[src/rv_core_pkg.sv]
`default_nettype none

package rv_core_pkg;

    typedef logic [31:0] xlen_t;     // data and address word
    typedef logic [4:0]  reg_idx_t;  // register index
    typedef logic [2:0]  funct3_t;

    // major opcodes the core executes
    typedef enum logic [6:0] {
        opc_op     = 7'b0110011,
        opc_op_imm = 7'b0010011,
        opc_load   = 7'b0000011,
        opc_store  = 7'b0100011,
        opc_branch = 7'b1100011,
        opc_lui    = 7'b0110111,
        opc_auipc  = 7'b0010111,
        opc_jal    = 7'b1101111,
        opc_jalr   = 7'b1100111,
        opc_system = 7'b1110011
    } opcode_t;

    typedef enum logic [2:0] {
        class_r,
        class_i,
        class_s,
        class_b,
        class_u,
        class_j,
        class_n  // no-op, no write-back
    } inst_class_t;

    typedef enum logic [3:0] {
        alu_add,
        alu_sub,
        alu_sll,
        alu_slt,
        alu_sltu,
        alu_xor,
        alu_srl,
        alu_sra,
        alu_or,
        alu_and
    } alu_op_t;

    localparam funct3_t f3_beq  = 3'b000;
    localparam funct3_t f3_bne  = 3'b001;
    localparam funct3_t f3_blt  = 3'b100;
    localparam funct3_t f3_bge  = 3'b101;
    localparam funct3_t f3_bltu = 3'b110;
    localparam funct3_t f3_bgeu = 3'b111;
    localparam funct3_t f3_word = 3'b010;  // lw and sw
    localparam funct3_t f3_jalr = 3'b000;
    localparam funct3_t f3_priv = 3'b000;  // ecall/ebreak group

    localparam xlen_t ebreak_imm = 32'h0000_0001;

    typedef struct packed {
        opcode_t     opcode;
        funct3_t     funct3;
        reg_idx_t    rd;
        reg_idx_t    rs1;
        reg_idx_t    rs2;
        xlen_t       imm;
        inst_class_t inst_class;
        alu_op_t     alu_op;
    } decoded_t;

    // wishbone classic, word only
    typedef struct packed {
        logic  cyc;
        logic  stb;
        logic  we;
        xlen_t adr;
        xlen_t dat;
    } wb_req_t;

    typedef struct packed {
        logic  ack;
        xlen_t dat;
    } wb_rsp_t;

endpackage

`default_nettype wire
[src/rv_core.sv]
`timescale 1ns/10ps
`default_nettype none

module rv_core #(
    parameter rv_core_pkg::xlen_t reset_pc = 32'h8000_0000
) (
    input  wire logic                 clk,
    input  wire logic                 reset,
    output rv_core_pkg::wb_req_t      wb_req,
    input  wire rv_core_pkg::wb_rsp_t wb_rsp,
    output logic                      halted
);

    rv_core_pkg::xlen_t    inst;
    rv_core_pkg::decoded_t dec;
    rv_core_pkg::xlen_t    rdata1;
    rv_core_pkg::xlen_t    rdata2;
    rv_core_pkg::xlen_t    alu_a;
    rv_core_pkg::xlen_t    alu_b;
    rv_core_pkg::xlen_t    alu_result;
    logic                  branch_taken;
    logic                  rf_we;
    rv_core_pkg::reg_idx_t rf_waddr;
    rv_core_pkg::xlen_t    rf_wdata;

    rv_control #(
        .reset_pc(reset_pc)
    ) u_control (
        .clk          (clk),
        .reset        (reset),
        .inst         (inst),
        .dec          (dec),
        .rdata1       (rdata1),
        .rdata2       (rdata2),
        .alu_a        (alu_a),
        .alu_b        (alu_b),
        .alu_result   (alu_result),
        .branch_taken (branch_taken),
        .rf_we        (rf_we),
        .rf_waddr     (rf_waddr),
        .rf_wdata     (rf_wdata),
        .wb_req       (wb_req),
        .wb_rsp       (wb_rsp),
        .halted       (halted)
    );

    rv_decoder u_decoder (
        .inst (inst),
        .dec  (dec)
    );

    rv_alu u_alu (
        .alu_op       (dec.alu_op),
        .a            (alu_a),
        .b            (alu_b),
        .result       (alu_result),
        .funct3       (dec.funct3),
        .rs1_val      (rdata1),
        .rs2_val      (rdata2),
        .branch_taken (branch_taken)
    );

    rv_regfile u_regfile (
        .clk    (clk),
        .we     (rf_we),
        .waddr  (rf_waddr),
        .wdata  (rf_wdata),
        .raddr1 (dec.rs1),
        .raddr2 (dec.rs2),
        .rdata1 (rdata1),
        .rdata2 (rdata2)
    );

endmodule

`default_nettype wire

[src/rv_control.sv]
`timescale 1ns/10ps
`default_nettype none

module rv_control #(
    parameter rv_core_pkg::xlen_t reset_pc = 32'h8000_0000
) (
    input  wire logic                  clk,
    input  wire logic                  reset,
    output rv_core_pkg::xlen_t         inst,
    input  wire rv_core_pkg::decoded_t dec,
    input  wire rv_core_pkg::xlen_t    rdata1,
    input  wire rv_core_pkg::xlen_t    rdata2,
    output rv_core_pkg::xlen_t         alu_a,
    output rv_core_pkg::xlen_t         alu_b,
    input  wire rv_core_pkg::xlen_t    alu_result,
    input  wire logic                  branch_taken,
    output logic                       rf_we,
    output rv_core_pkg::reg_idx_t      rf_waddr,
    output rv_core_pkg::xlen_t         rf_wdata,
    output rv_core_pkg::wb_req_t       wb_req,
    input  wire rv_core_pkg::wb_rsp_t  wb_rsp,
    output logic                       halted
);

    typedef enum logic [1:0] {
        st_fetch,
        st_execute,
        st_memory,
        st_halt
    } state_t;

    state_t             state;
    rv_core_pkg::xlen_t pc;
    rv_core_pkg::xlen_t pc_plus4;
    rv_core_pkg::xlen_t pc_next;
    logic               fetch_done;
    logic               is_load;
    logic               is_store;
    logic               is_link;    // jal or jalr
    logic               is_ebreak;
    logic               writes_rd;  // execute-stage write-back

    assign pc_plus4   = pc + 32'd4;
    assign fetch_done = (state == st_fetch) && wb_req.cyc && wb_rsp.ack;

    assign is_load  = (dec.inst_class == rv_core_pkg::class_i) &&
                      (dec.opcode == rv_core_pkg::opc_load);
    assign is_store = (dec.inst_class == rv_core_pkg::class_s);
    assign is_link  = (dec.inst_class == rv_core_pkg::class_j) ||
                      ((dec.inst_class == rv_core_pkg::class_i) &&
                       (dec.opcode == rv_core_pkg::opc_jalr));
    assign is_ebreak = (dec.opcode == rv_core_pkg::opc_system) &&
                       (dec.funct3 == rv_core_pkg::f3_priv) &&
                       (dec.imm == rv_core_pkg::ebreak_imm);

    assign writes_rd = (dec.inst_class == rv_core_pkg::class_r) ||
                       (dec.inst_class == rv_core_pkg::class_u) ||
                       (dec.inst_class == rv_core_pkg::class_j) ||
                       ((dec.inst_class == rv_core_pkg::class_i) && !is_load);

    always_comb begin
        alu_a = rdata1;
        alu_b = dec.imm;
        unique case (dec.inst_class)
            rv_core_pkg::class_r,
            rv_core_pkg::class_n: alu_b = rdata2;
            rv_core_pkg::class_u: alu_a = (dec.opcode == rv_core_pkg::opc_lui) ? '0 : pc;
            rv_core_pkg::class_b,
            rv_core_pkg::class_j: alu_a = pc;  // target = pc + imm
            default: ;
        endcase
    end

    always_comb begin
        pc_next = pc_plus4;
        if (dec.inst_class == rv_core_pkg::class_j) begin
            pc_next = alu_result;
        end else if (is_link) begin
            pc_next = {alu_result[31:1], 1'b0};  // jalr clears bit 0
        end else if (dec.inst_class == rv_core_pkg::class_b && branch_taken) begin
            pc_next = alu_result;
        end
    end

    always_comb begin
        rf_waddr = dec.rd;
        rf_we    = 1'b0;
        rf_wdata = alu_result;
        if (state == st_memory) begin
            rf_we    = wb_rsp.ack && !wb_req.we;  // load data on ack
            rf_wdata = wb_rsp.dat;
        end else if (state == st_execute) begin
            rf_we = writes_rd;
            if (is_link) begin
                rf_wdata = pc_plus4;
            end
        end
        if (dec.rd == '0) begin
            rf_we = 1'b0;
        end
    end

    always_ff @(posedge clk) begin
        if (fetch_done) begin
            inst <= wb_rsp.dat;
        end
    end

    always_ff @(posedge clk) begin
        if (reset) begin
            state      <= st_fetch;
            pc         <= reset_pc;
            wb_req.cyc <= 1'b0;
            wb_req.stb <= 1'b0;
            wb_req.we  <= 1'b0;
        end else begin
            unique case (state)
                st_fetch: begin
                    if (!wb_req.cyc) begin  // start the fetch request
                        wb_req.cyc <= 1'b1;
                        wb_req.stb <= 1'b1;
                        wb_req.we  <= 1'b0;
                        wb_req.adr <= pc;
                    end else if (wb_rsp.ack) begin
                        wb_req.cyc <= 1'b0;
                        wb_req.stb <= 1'b0;
                        state      <= st_execute;
                    end
                end
                st_execute: begin
                    if (is_ebreak) begin
                        state <= st_halt;
                    end else begin
                        pc         <= pc_next;
                        wb_req.cyc <= 1'b1;
                        wb_req.stb <= 1'b1;
                        if (is_load || is_store) begin
                            wb_req.we  <= is_store;
                            wb_req.adr <= alu_result;  // rs1 + imm
                            wb_req.dat <= rdata2;
                            state      <= st_memory;
                        end else begin
                            wb_req.we  <= 1'b0;
                            wb_req.adr <= pc_next;
                            state      <= st_fetch;
                        end
                    end
                end
                st_memory: begin
                    if (wb_rsp.ack) begin  // release the bus, fetch follows
                        wb_req.cyc <= 1'b0;
                        wb_req.stb <= 1'b0;
                        wb_req.we  <= 1'b0;
                        state      <= st_fetch;
                    end
                end
                default: ;  // halted until reset
            endcase
        end
    end

    assign halted = (state == st_halt);

    a_stb_in_cyc: assert property (@(posedge clk) disable iff (reset)
        wb_req.stb |-> wb_req.cyc);

    // master holds the whole request through wait states
    a_req_stable: assert property (@(posedge clk) disable iff (reset)
        wb_req.cyc && !wb_rsp.ack |=> $stable(wb_req));

    a_halt_quiet: assert property (@(posedge clk) disable iff (reset)
        halted |-> !wb_req.cyc && !wb_req.stb);

endmodule

`default_nettype wire

[src/rv_decoder.sv]
`timescale 1ns/10ps
`default_nettype none

module rv_decoder (
    input  wire rv_core_pkg::xlen_t inst,
    output rv_core_pkg::decoded_t   dec
);

    rv_core_pkg::opcode_t     opcode;
    rv_core_pkg::funct3_t     funct3;
    rv_core_pkg::inst_class_t inst_class;
    rv_core_pkg::alu_op_t     alu_op;
    rv_core_pkg::xlen_t       imm;
    logic                     bit30;

    assign opcode = rv_core_pkg::opcode_t'(inst[6:0]);
    assign funct3 = inst[14:12];
    assign bit30  = inst[30];  // sub and sra select

    always_comb begin
        unique case (opcode)
            rv_core_pkg::opc_op:     inst_class = rv_core_pkg::class_r;
            rv_core_pkg::opc_op_imm: inst_class = rv_core_pkg::class_i;
            rv_core_pkg::opc_load:
                inst_class = (funct3 == rv_core_pkg::f3_word) ? rv_core_pkg::class_i
                                                              : rv_core_pkg::class_n;
            rv_core_pkg::opc_store:
                inst_class = (funct3 == rv_core_pkg::f3_word) ? rv_core_pkg::class_s
                                                              : rv_core_pkg::class_n;
            rv_core_pkg::opc_jalr:
                inst_class = (funct3 == rv_core_pkg::f3_jalr) ? rv_core_pkg::class_i
                                                              : rv_core_pkg::class_n;
            rv_core_pkg::opc_branch:  // 010 and 011 are not branches
                inst_class = (funct3[2:1] == 2'b01) ? rv_core_pkg::class_n
                                                    : rv_core_pkg::class_b;
            rv_core_pkg::opc_lui,
            rv_core_pkg::opc_auipc:  inst_class = rv_core_pkg::class_u;
            rv_core_pkg::opc_jal:    inst_class = rv_core_pkg::class_j;
            // system writes nothing, control spots ebreak by its fields
            default:                 inst_class = rv_core_pkg::class_n;
        endcase
    end

    always_comb begin
        unique case (opcode)
            rv_core_pkg::opc_op_imm,
            rv_core_pkg::opc_load,
            rv_core_pkg::opc_jalr,
            rv_core_pkg::opc_system: imm = {{20{inst[31]}}, inst[31:20]};
            rv_core_pkg::opc_store:  imm = {{20{inst[31]}}, inst[31:25], inst[11:7]};
            rv_core_pkg::opc_branch:
                imm = {{19{inst[31]}}, inst[31], inst[7], inst[30:25], inst[11:8], 1'b0};
            rv_core_pkg::opc_lui,
            rv_core_pkg::opc_auipc:  imm = {inst[31:12], 12'b0};
            rv_core_pkg::opc_jal:
                imm = {{11{inst[31]}}, inst[31], inst[19:12], inst[20], inst[30:21], 1'b0};
            default:                 imm = '0;
        endcase
    end

    always_comb begin
        alu_op = rv_core_pkg::alu_add;  // addresses and jump targets
        if (inst_class == rv_core_pkg::class_r ||
            (inst_class == rv_core_pkg::class_i && opcode == rv_core_pkg::opc_op_imm)) begin
            unique case (funct3)
                3'b000: alu_op = (inst_class == rv_core_pkg::class_r && bit30)
                                 ? rv_core_pkg::alu_sub : rv_core_pkg::alu_add;
                3'b001: alu_op = rv_core_pkg::alu_sll;
                3'b010: alu_op = rv_core_pkg::alu_slt;
                3'b011: alu_op = rv_core_pkg::alu_sltu;
                3'b100: alu_op = rv_core_pkg::alu_xor;
                3'b101: alu_op = bit30 ? rv_core_pkg::alu_sra : rv_core_pkg::alu_srl;
                3'b110: alu_op = rv_core_pkg::alu_or;
                default: alu_op = rv_core_pkg::alu_and;
            endcase
        end
    end

    assign dec = '{
        opcode:     opcode,
        funct3:     funct3,
        rd:         inst[11:7],
        rs1:        inst[19:15],
        rs2:        inst[24:20],
        imm:        imm,
        inst_class: inst_class,
        alu_op:     alu_op
    };

endmodule

`default_nettype wire

[src/rv_alu.sv]
`timescale 1ns/10ps
`default_nettype none

module rv_alu (
    input  wire rv_core_pkg::alu_op_t alu_op,
    input  wire rv_core_pkg::xlen_t   a,
    input  wire rv_core_pkg::xlen_t   b,
    output rv_core_pkg::xlen_t        result,
    input  wire rv_core_pkg::funct3_t funct3,
    input  wire rv_core_pkg::xlen_t   rs1_val,
    input  wire rv_core_pkg::xlen_t   rs2_val,
    output logic                      branch_taken
);

    logic [4:0] shamt;

    assign shamt = b[4:0];  // rv32 shift amount

    always_comb begin
        unique case (alu_op)
            rv_core_pkg::alu_add:  result = a + b;
            rv_core_pkg::alu_sub:  result = a - b;
            rv_core_pkg::alu_sll:  result = a << shamt;
            rv_core_pkg::alu_slt:  result = {31'b0, $signed(a) < $signed(b)};
            rv_core_pkg::alu_sltu: result = {31'b0, a < b};
            rv_core_pkg::alu_xor:  result = a ^ b;
            rv_core_pkg::alu_srl:  result = a >> shamt;
            rv_core_pkg::alu_sra:  result = $signed(a) >>> shamt;
            rv_core_pkg::alu_or:   result = a | b;
            default:               result = a & b;
        endcase
    end

    // compares register values while the adder forms the target
    always_comb begin
        unique case (funct3)
            rv_core_pkg::f3_beq:  branch_taken = rs1_val == rs2_val;
            rv_core_pkg::f3_bne:  branch_taken = rs1_val != rs2_val;
            rv_core_pkg::f3_blt:  branch_taken = $signed(rs1_val) < $signed(rs2_val);
            rv_core_pkg::f3_bge:  branch_taken = $signed(rs1_val) >= $signed(rs2_val);
            rv_core_pkg::f3_bltu: branch_taken = rs1_val < rs2_val;
            rv_core_pkg::f3_bgeu: branch_taken = rs1_val >= rs2_val;
            default:              branch_taken = 1'b0;
        endcase
    end

endmodule

`default_nettype wire

[src/rv_regfile.sv]
`timescale 1ns/10ps
`default_nettype none

module rv_regfile (
    input  wire logic                  clk,
    input  wire logic                  we,
    input  wire rv_core_pkg::reg_idx_t waddr,
    input  wire rv_core_pkg::xlen_t    wdata,
    input  wire rv_core_pkg::reg_idx_t raddr1,
    input  wire rv_core_pkg::reg_idx_t raddr2,
    output rv_core_pkg::xlen_t         rdata1,
    output rv_core_pkg::xlen_t         rdata2
);

    rv_core_pkg::xlen_t regs [1:31];  // x0 has no storage

    always_ff @(posedge clk) begin
        if (we && waddr != '0) begin
            regs[waddr] <= wdata;
        end
    end

    assign rdata1 = (raddr1 == '0) ? '0 : regs[raddr1];  // x0 reads zero
    assign rdata2 = (raddr2 == '0) ? '0 : regs[raddr2];

    // control filters rd == 0 before it reaches here
    a_no_x0_write: assert property (@(posedge clk) we |-> waddr != '0);

endmodule

`default_nettype wire

[config.mk]
export PLATFORM = sky130hd
export DESIGN_NAME = rv_core
export DESIGN_NICKNAME = d
export VERILOG_FILES = /design/src/rv_core_pkg.sv /design/src/rv_core.sv /design/src/rv_control.sv /design/src/rv_decoder.sv /design/src/rv_alu.sv /design/src/rv_regfile.sv
export SDC_FILE = /design/constraint.sdc
export NUM_CORES = 2
export LEC_CHECK = 0
export BUFFER_PORTS_ARGS = -buffer_cell sky130_fd_sc_hd__buf_2
export CAP_MARGIN = 20
export CORE_ASPECT_RATIO = 1.1
export CORE_MARGIN = 1
export CORE_UTILIZATION = 64
export DETAILED_ROUTE_END_ITERATION = 7
export GPL_TIMING_DRIVEN = 0
export PLACE_DENSITY = 0.9
export SLEW_MARGIN = 20
export SYNTH_ARGS = -nofsm -noshare
export SYNTH_HDL_FRONTEND = slang
export SYNTH_SLANG_ARGS = --single-unit
[constraint.sdc]
create_clock -name clk -period 9.4 [get_ports clk]
set_clock_uncertainty 0.1 [all_clocks]
set_input_delay 0.94 -clock clk [delete_from_list [all_inputs] [get_ports clk]]
set_output_delay 0.94 -clock clk [all_outputs]
set_load 0.01 [all_outputs]
==> results of run 1 <==
==> cell families after synthesis <==
family                   after synthesis  synth area share [%]
flip-flops                          1135                  51.4
XOR/XNOR                              35                 0.469
AND/OR/NAND/NOR                     1162                  8.59
adder cells (fa/ha/maj)              141                  2.72
multiplexers                         772                  20.4
buffers and inverters                542                  3.98
AO/OA/AOI/OAI                       1196                  12.5
==> layer usage <==
layer	GRT overflow	track usage (%)
met5	2	46.0
met4	216	81.9
met3	31	73.0
met2	220	94.6
met1	36	82.7
==> what timing repair did <==
item	CTS
setup buffers	1
endpoints found under the setup margin	808
cloned	1
pin swaps	1
hold buffers	0
gates resized for setup	57
==> metrics by stage <==
stage / std cells / worst slack, ns
after floorplan: 4983 / 1.75
after global placement: 6449 / -3.04
after detailed placement: 6556 / -1.55
after CTS: 6754 / 0.0361
==> flow_summary.toml, run 1 <==
[global_route]
grt_max_degree = 33
grt_pass1_vias = 67500
grt_use_total_pct = 82.8
grt_pass1_wl_mm = 595
grt_remaining_overflow = 505

[cts]
cts_max_level = 3
clk_path_buf_depth = 3
numCtsBuffers = 106
cts.sinks = 1135
clockRootBuffer = "clkbuf_16"

[synthesis]
avgSynthCellArea_sq_um = 13.1
synth_nets = 5159
yosysMostFrequentCell = "edfxtp_1"
netlist.area_leader.share_pct = 50.0
seq_area_frac_synth_pct = 51.4
synth_edf_count = 1088
synthArstFlopShare_pct = 0
yosys_most_used_dff = "edfxtp_1"
synthTopCellsByArea = "edfxtp_1 50%, mux4_2 15%, mux2i_1 4.5%, ha_1 2.7%, a21oi_1 2.3%"
synth_cell_types = 119
synth-seq-cells = 1135
synth.top_cells.by_count = "1088 x edfxtp_1, 441 x mux4_2, 377 x nor2_1"
synth_top_cell_by_area = "edfxtp_1"
yosysWarnings = 0
netlist_area_sq_mm = 0.0654
syn_inst = 4983

[placement]
hpwl_mm = 250
portBuffers = 102
place_congestion = 1.17
place_area_sq_mm = 0.0705

[floorplan]
ios = 103
die_x_microns = 307
num_rows = 122
start_util_pct = 64.8
die_height_microns = 337

[run_status]
failing_step = "global routing (5_1_grt)"
stop_error = "[ERROR GRT-0116] Global routing finished with congestion. Check the congestion regions in the DRC Viewer."
status = "aborted with a tool error"
==> inputs of run 2 (changes only) <==
--- a/config.mk
+++ b/config.mk
@@ -7,12 +7,11 @@
 export LEC_CHECK = 0
 export BUFFER_PORTS_ARGS = -buffer_cell sky130_fd_sc_hd__buf_2
 export CAP_MARGIN = 20
-export CORE_ASPECT_RATIO = 1.1
 export CORE_MARGIN = 1
-export CORE_UTILIZATION = 64
+export CORE_UTILIZATION = 40
 export DETAILED_ROUTE_END_ITERATION = 7
 export GPL_TIMING_DRIVEN = 0
-export PLACE_DENSITY = 0.9
+export PLACE_DENSITY_LB_ADDON = 0.15
 export SLEW_MARGIN = 20
 export SYNTH_ARGS = -nofsm -noshare
 export SYNTH_HDL_FRONTEND = slang
==> flow_summary.toml, run 2 <==
[layout]
fill_cells = 14600
mostFrequentLayoutCells = "1088 x edfxtp_1, 441 x mux4_2, 340 x nor2_1"
final_common_cell = "edfxtp_1"
largest_reg_flops = 992
final_area_sq_mm = 0.0767
top_regs = "u_regfile.regs: 992 flops, u_control.wb_req: 67 flops"
regMostFlops = "u_regfile.regs"
final_cells = 7655
num-nets-final = 5544
area_delta_synth_final_pct = 17.2
drive_above_1_share_pct = 24.7

[drt]
antenna_left = 0
wl_met1_mm = 124
drtPass1Iterations = 8
drt-initial-drc-count = 9743
met3RoutedLength_mm = 43.5
detail_route.wirelength_mm = 359
drc = 0
maxUsedRoutingLayer = "met5"
post_drt_via_cell_ratio = 7.17
vias = 54900
wl_per_cell_microns = 47.0
route.met2.wl_mm = 156

[run_status]
status = "complete, but fails checks"
violations = "setup timing"

[synthesis]
seq_area_frac_synth_pct = 51.4
netlist.area_leader.share_pct = 50.0
syn_inst = 4983
yosysMostFrequentCell = "edfxtp_1"
avgSynthCellArea_sq_um = 13.1
synthArstFlopShare_pct = 0
yosysWarnings = 0
synth_nets = 5159
synth_top_cell_by_area = "edfxtp_1"
synth_cell_types = 119
synthTopCellsByArea = "edfxtp_1 50%, mux4_2 15%, mux2i_1 4.5%, ha_1 2.7%, a21oi_1 2.3%"
synth.top_cells.by_count = "1088 x edfxtp_1, 441 x mux4_2, 377 x nor2_1"
netlist_area_sq_mm = 0.0654
yosys_most_used_dff = "edfxtp_1"
synth-seq-cells = 1135
synth_edf_count = 1088

[setup_path]
reg2reg_depth = 26
reg2reg_to = "u_regfile.regs[6][20]"
reg2reg_slack_ns = -0.25
slowest_stage = "nor2_2"
critical_path_peak_fanout = 10
critical_path_arrival_ns = 10.17
critPathKind = "register to register"
required_ns = 9.93
max_stage_delay_ns = 0.87
startpoint_type = "register"
end_kind = "register"

[timing]
rsz0062_at_grt = "no"
holdWs_ns = 0.285
period_share_pct = 103
fin_ws_ns = -0.246
period_needed_ns = 9.65
slew_viol_final = 0
setup_tns_ns = -10.15
max-slew-margin-rel_pct = 11.2
worst_slew_pin_slew_ns = 1.33
max_freq_mhz = 104
finalSetupViolations = 130
finalHoldViolCount = 0

[floorplan]
die_x_microns = 406
die_height_microns = 406
ios = 103
start_util_pct = 40.2
num_rows = 148
fp.dieArea_sq_mm = 0.165
core_sq_mm = 0.163

[global_route]
antenna_found_initial = 26
grt_use_total_pct = 43.1
grt_remaining_overflow = 0
grt_pass1_vias = 51300
grt_max_degree = 33
grt_pass1_wl_mm = 470

[placement]
hpwl_mm = 268
dp_cells = 7403
portBuffers = 102
place_congestion = 1.08
dpl_worst_slack_ns = -2.09
place_area_sq_mm = 0.0722

[cts]
clock_latency_ns = 0.82
numCtsBuffers = 130
clk_path_buf_depth = 3
clockRootBuffer = "clkbuf_16"
hold_buffers = 0
cts_tree = "built"
cts.sinks = 1135
cts_max_level = 4
clkTransAtPathRegs_ns = 0.06

[power]
leakage_nw = 26.3
peakVddDrop_mv = 0.218
power_density_mw_per_mm2 = 266

[min_path]
hold_end = "u_control.inst[27]"
whs_path_depth = 1
hold_class = "input pin to register"
hp-start = "wb_rsp[27]"

[flow_run]
drv_cap = 0
==> run 2: cell counts after synthesis <==
Identical to the previous run, type by type.
==> run 2: timing repair <==
action,CTS,global route
gates resized for setup,53,35
endpoints found under the setup margin,852,275
pin swaps,1,4
buffers inserted,1,6
==> run 2: through the flow <==
step	util (%)	power (W)
final	47.1	0.0204
after global routing	47.1	0.0206
after global placement	42.2	0.0144
after CTS	47.0	0.0199
after floorplan	-	0.0108
after detailed placement	44.4	0.0149
==> run 2: logic make-up after synthesis <==
group	count (synthesis)	share of synthesized area (%)
mux	772	20.4
compound gates	1196	12.5
fa+ha+maj	141	2.72
xor+xnor	35	0.469
buf+inv	542	3.98
flops	1135	51.4
simple gates	1162	8.59
==> run 2: layer usage <==
metal  track usage (%)  vias to the layer above
met5                 0                        -
met4              34.7                       14
met2              64.5                     4829
met3              11.9                     1282
li1                  -                    20700
met1              52.2                    28000
==> run 2: critical path, delay by kind of cell (launching register included) <==
family / cells / cell delay [ns]
buffers and inverters: 9 / 3.07
flip-flops: 1 / 0.30
AO/OA/AOI/OAI: 12 / 4.29
AND/OR/NAND/NOR: 4 / 1.47
adder cells (fa/ha/maj): 1 / 0.23
==> run 2: worst max-delay path by stage <==
stage,startpoint,to,slack (ns)
3_5_place_dp,register,u_regfile.regs[6][20],-2.09
2_1_floorplan,register,u_regfile.regs[10][20],1.75
3_3_place_gp,register,u_regfile.regs[4][20],-4.21
6_report,register,u_regfile.regs[6][20],-0.25
4_1_cts,register,u_regfile.regs[6][20],0.01
5_1_grt,register,u_regfile.regs[6][20],0.03
==> run 2: area by class of cell <==
type	count	area [sq um]	area share, %
antenna	12	30.0	0.0392
sequential	1135	33600	43.8
inverter	163	617	0.805
multi-input combinational	3306	30000	39.1
buffer	379	2140	2.79
clock buffer	165	3400	4.44
tap	2175	2720	3.55
clock inverter	67	734	0.958
timing repair buffer	253	3430	4.47
==> run 2: power breakdown <==
group / switching, W / internal, W / leakage (nW)
Sequential: 0.0000358 / 0.00675 / 10.2
Clock: 0.00229 / 0.00280 / 1.99
Combinational: 0.00619 / 0.00231 / 14.1
Total: 0.00852 / 0.0119 / 26.3
No activity file was read; power rests on OpenSTA's default activity.
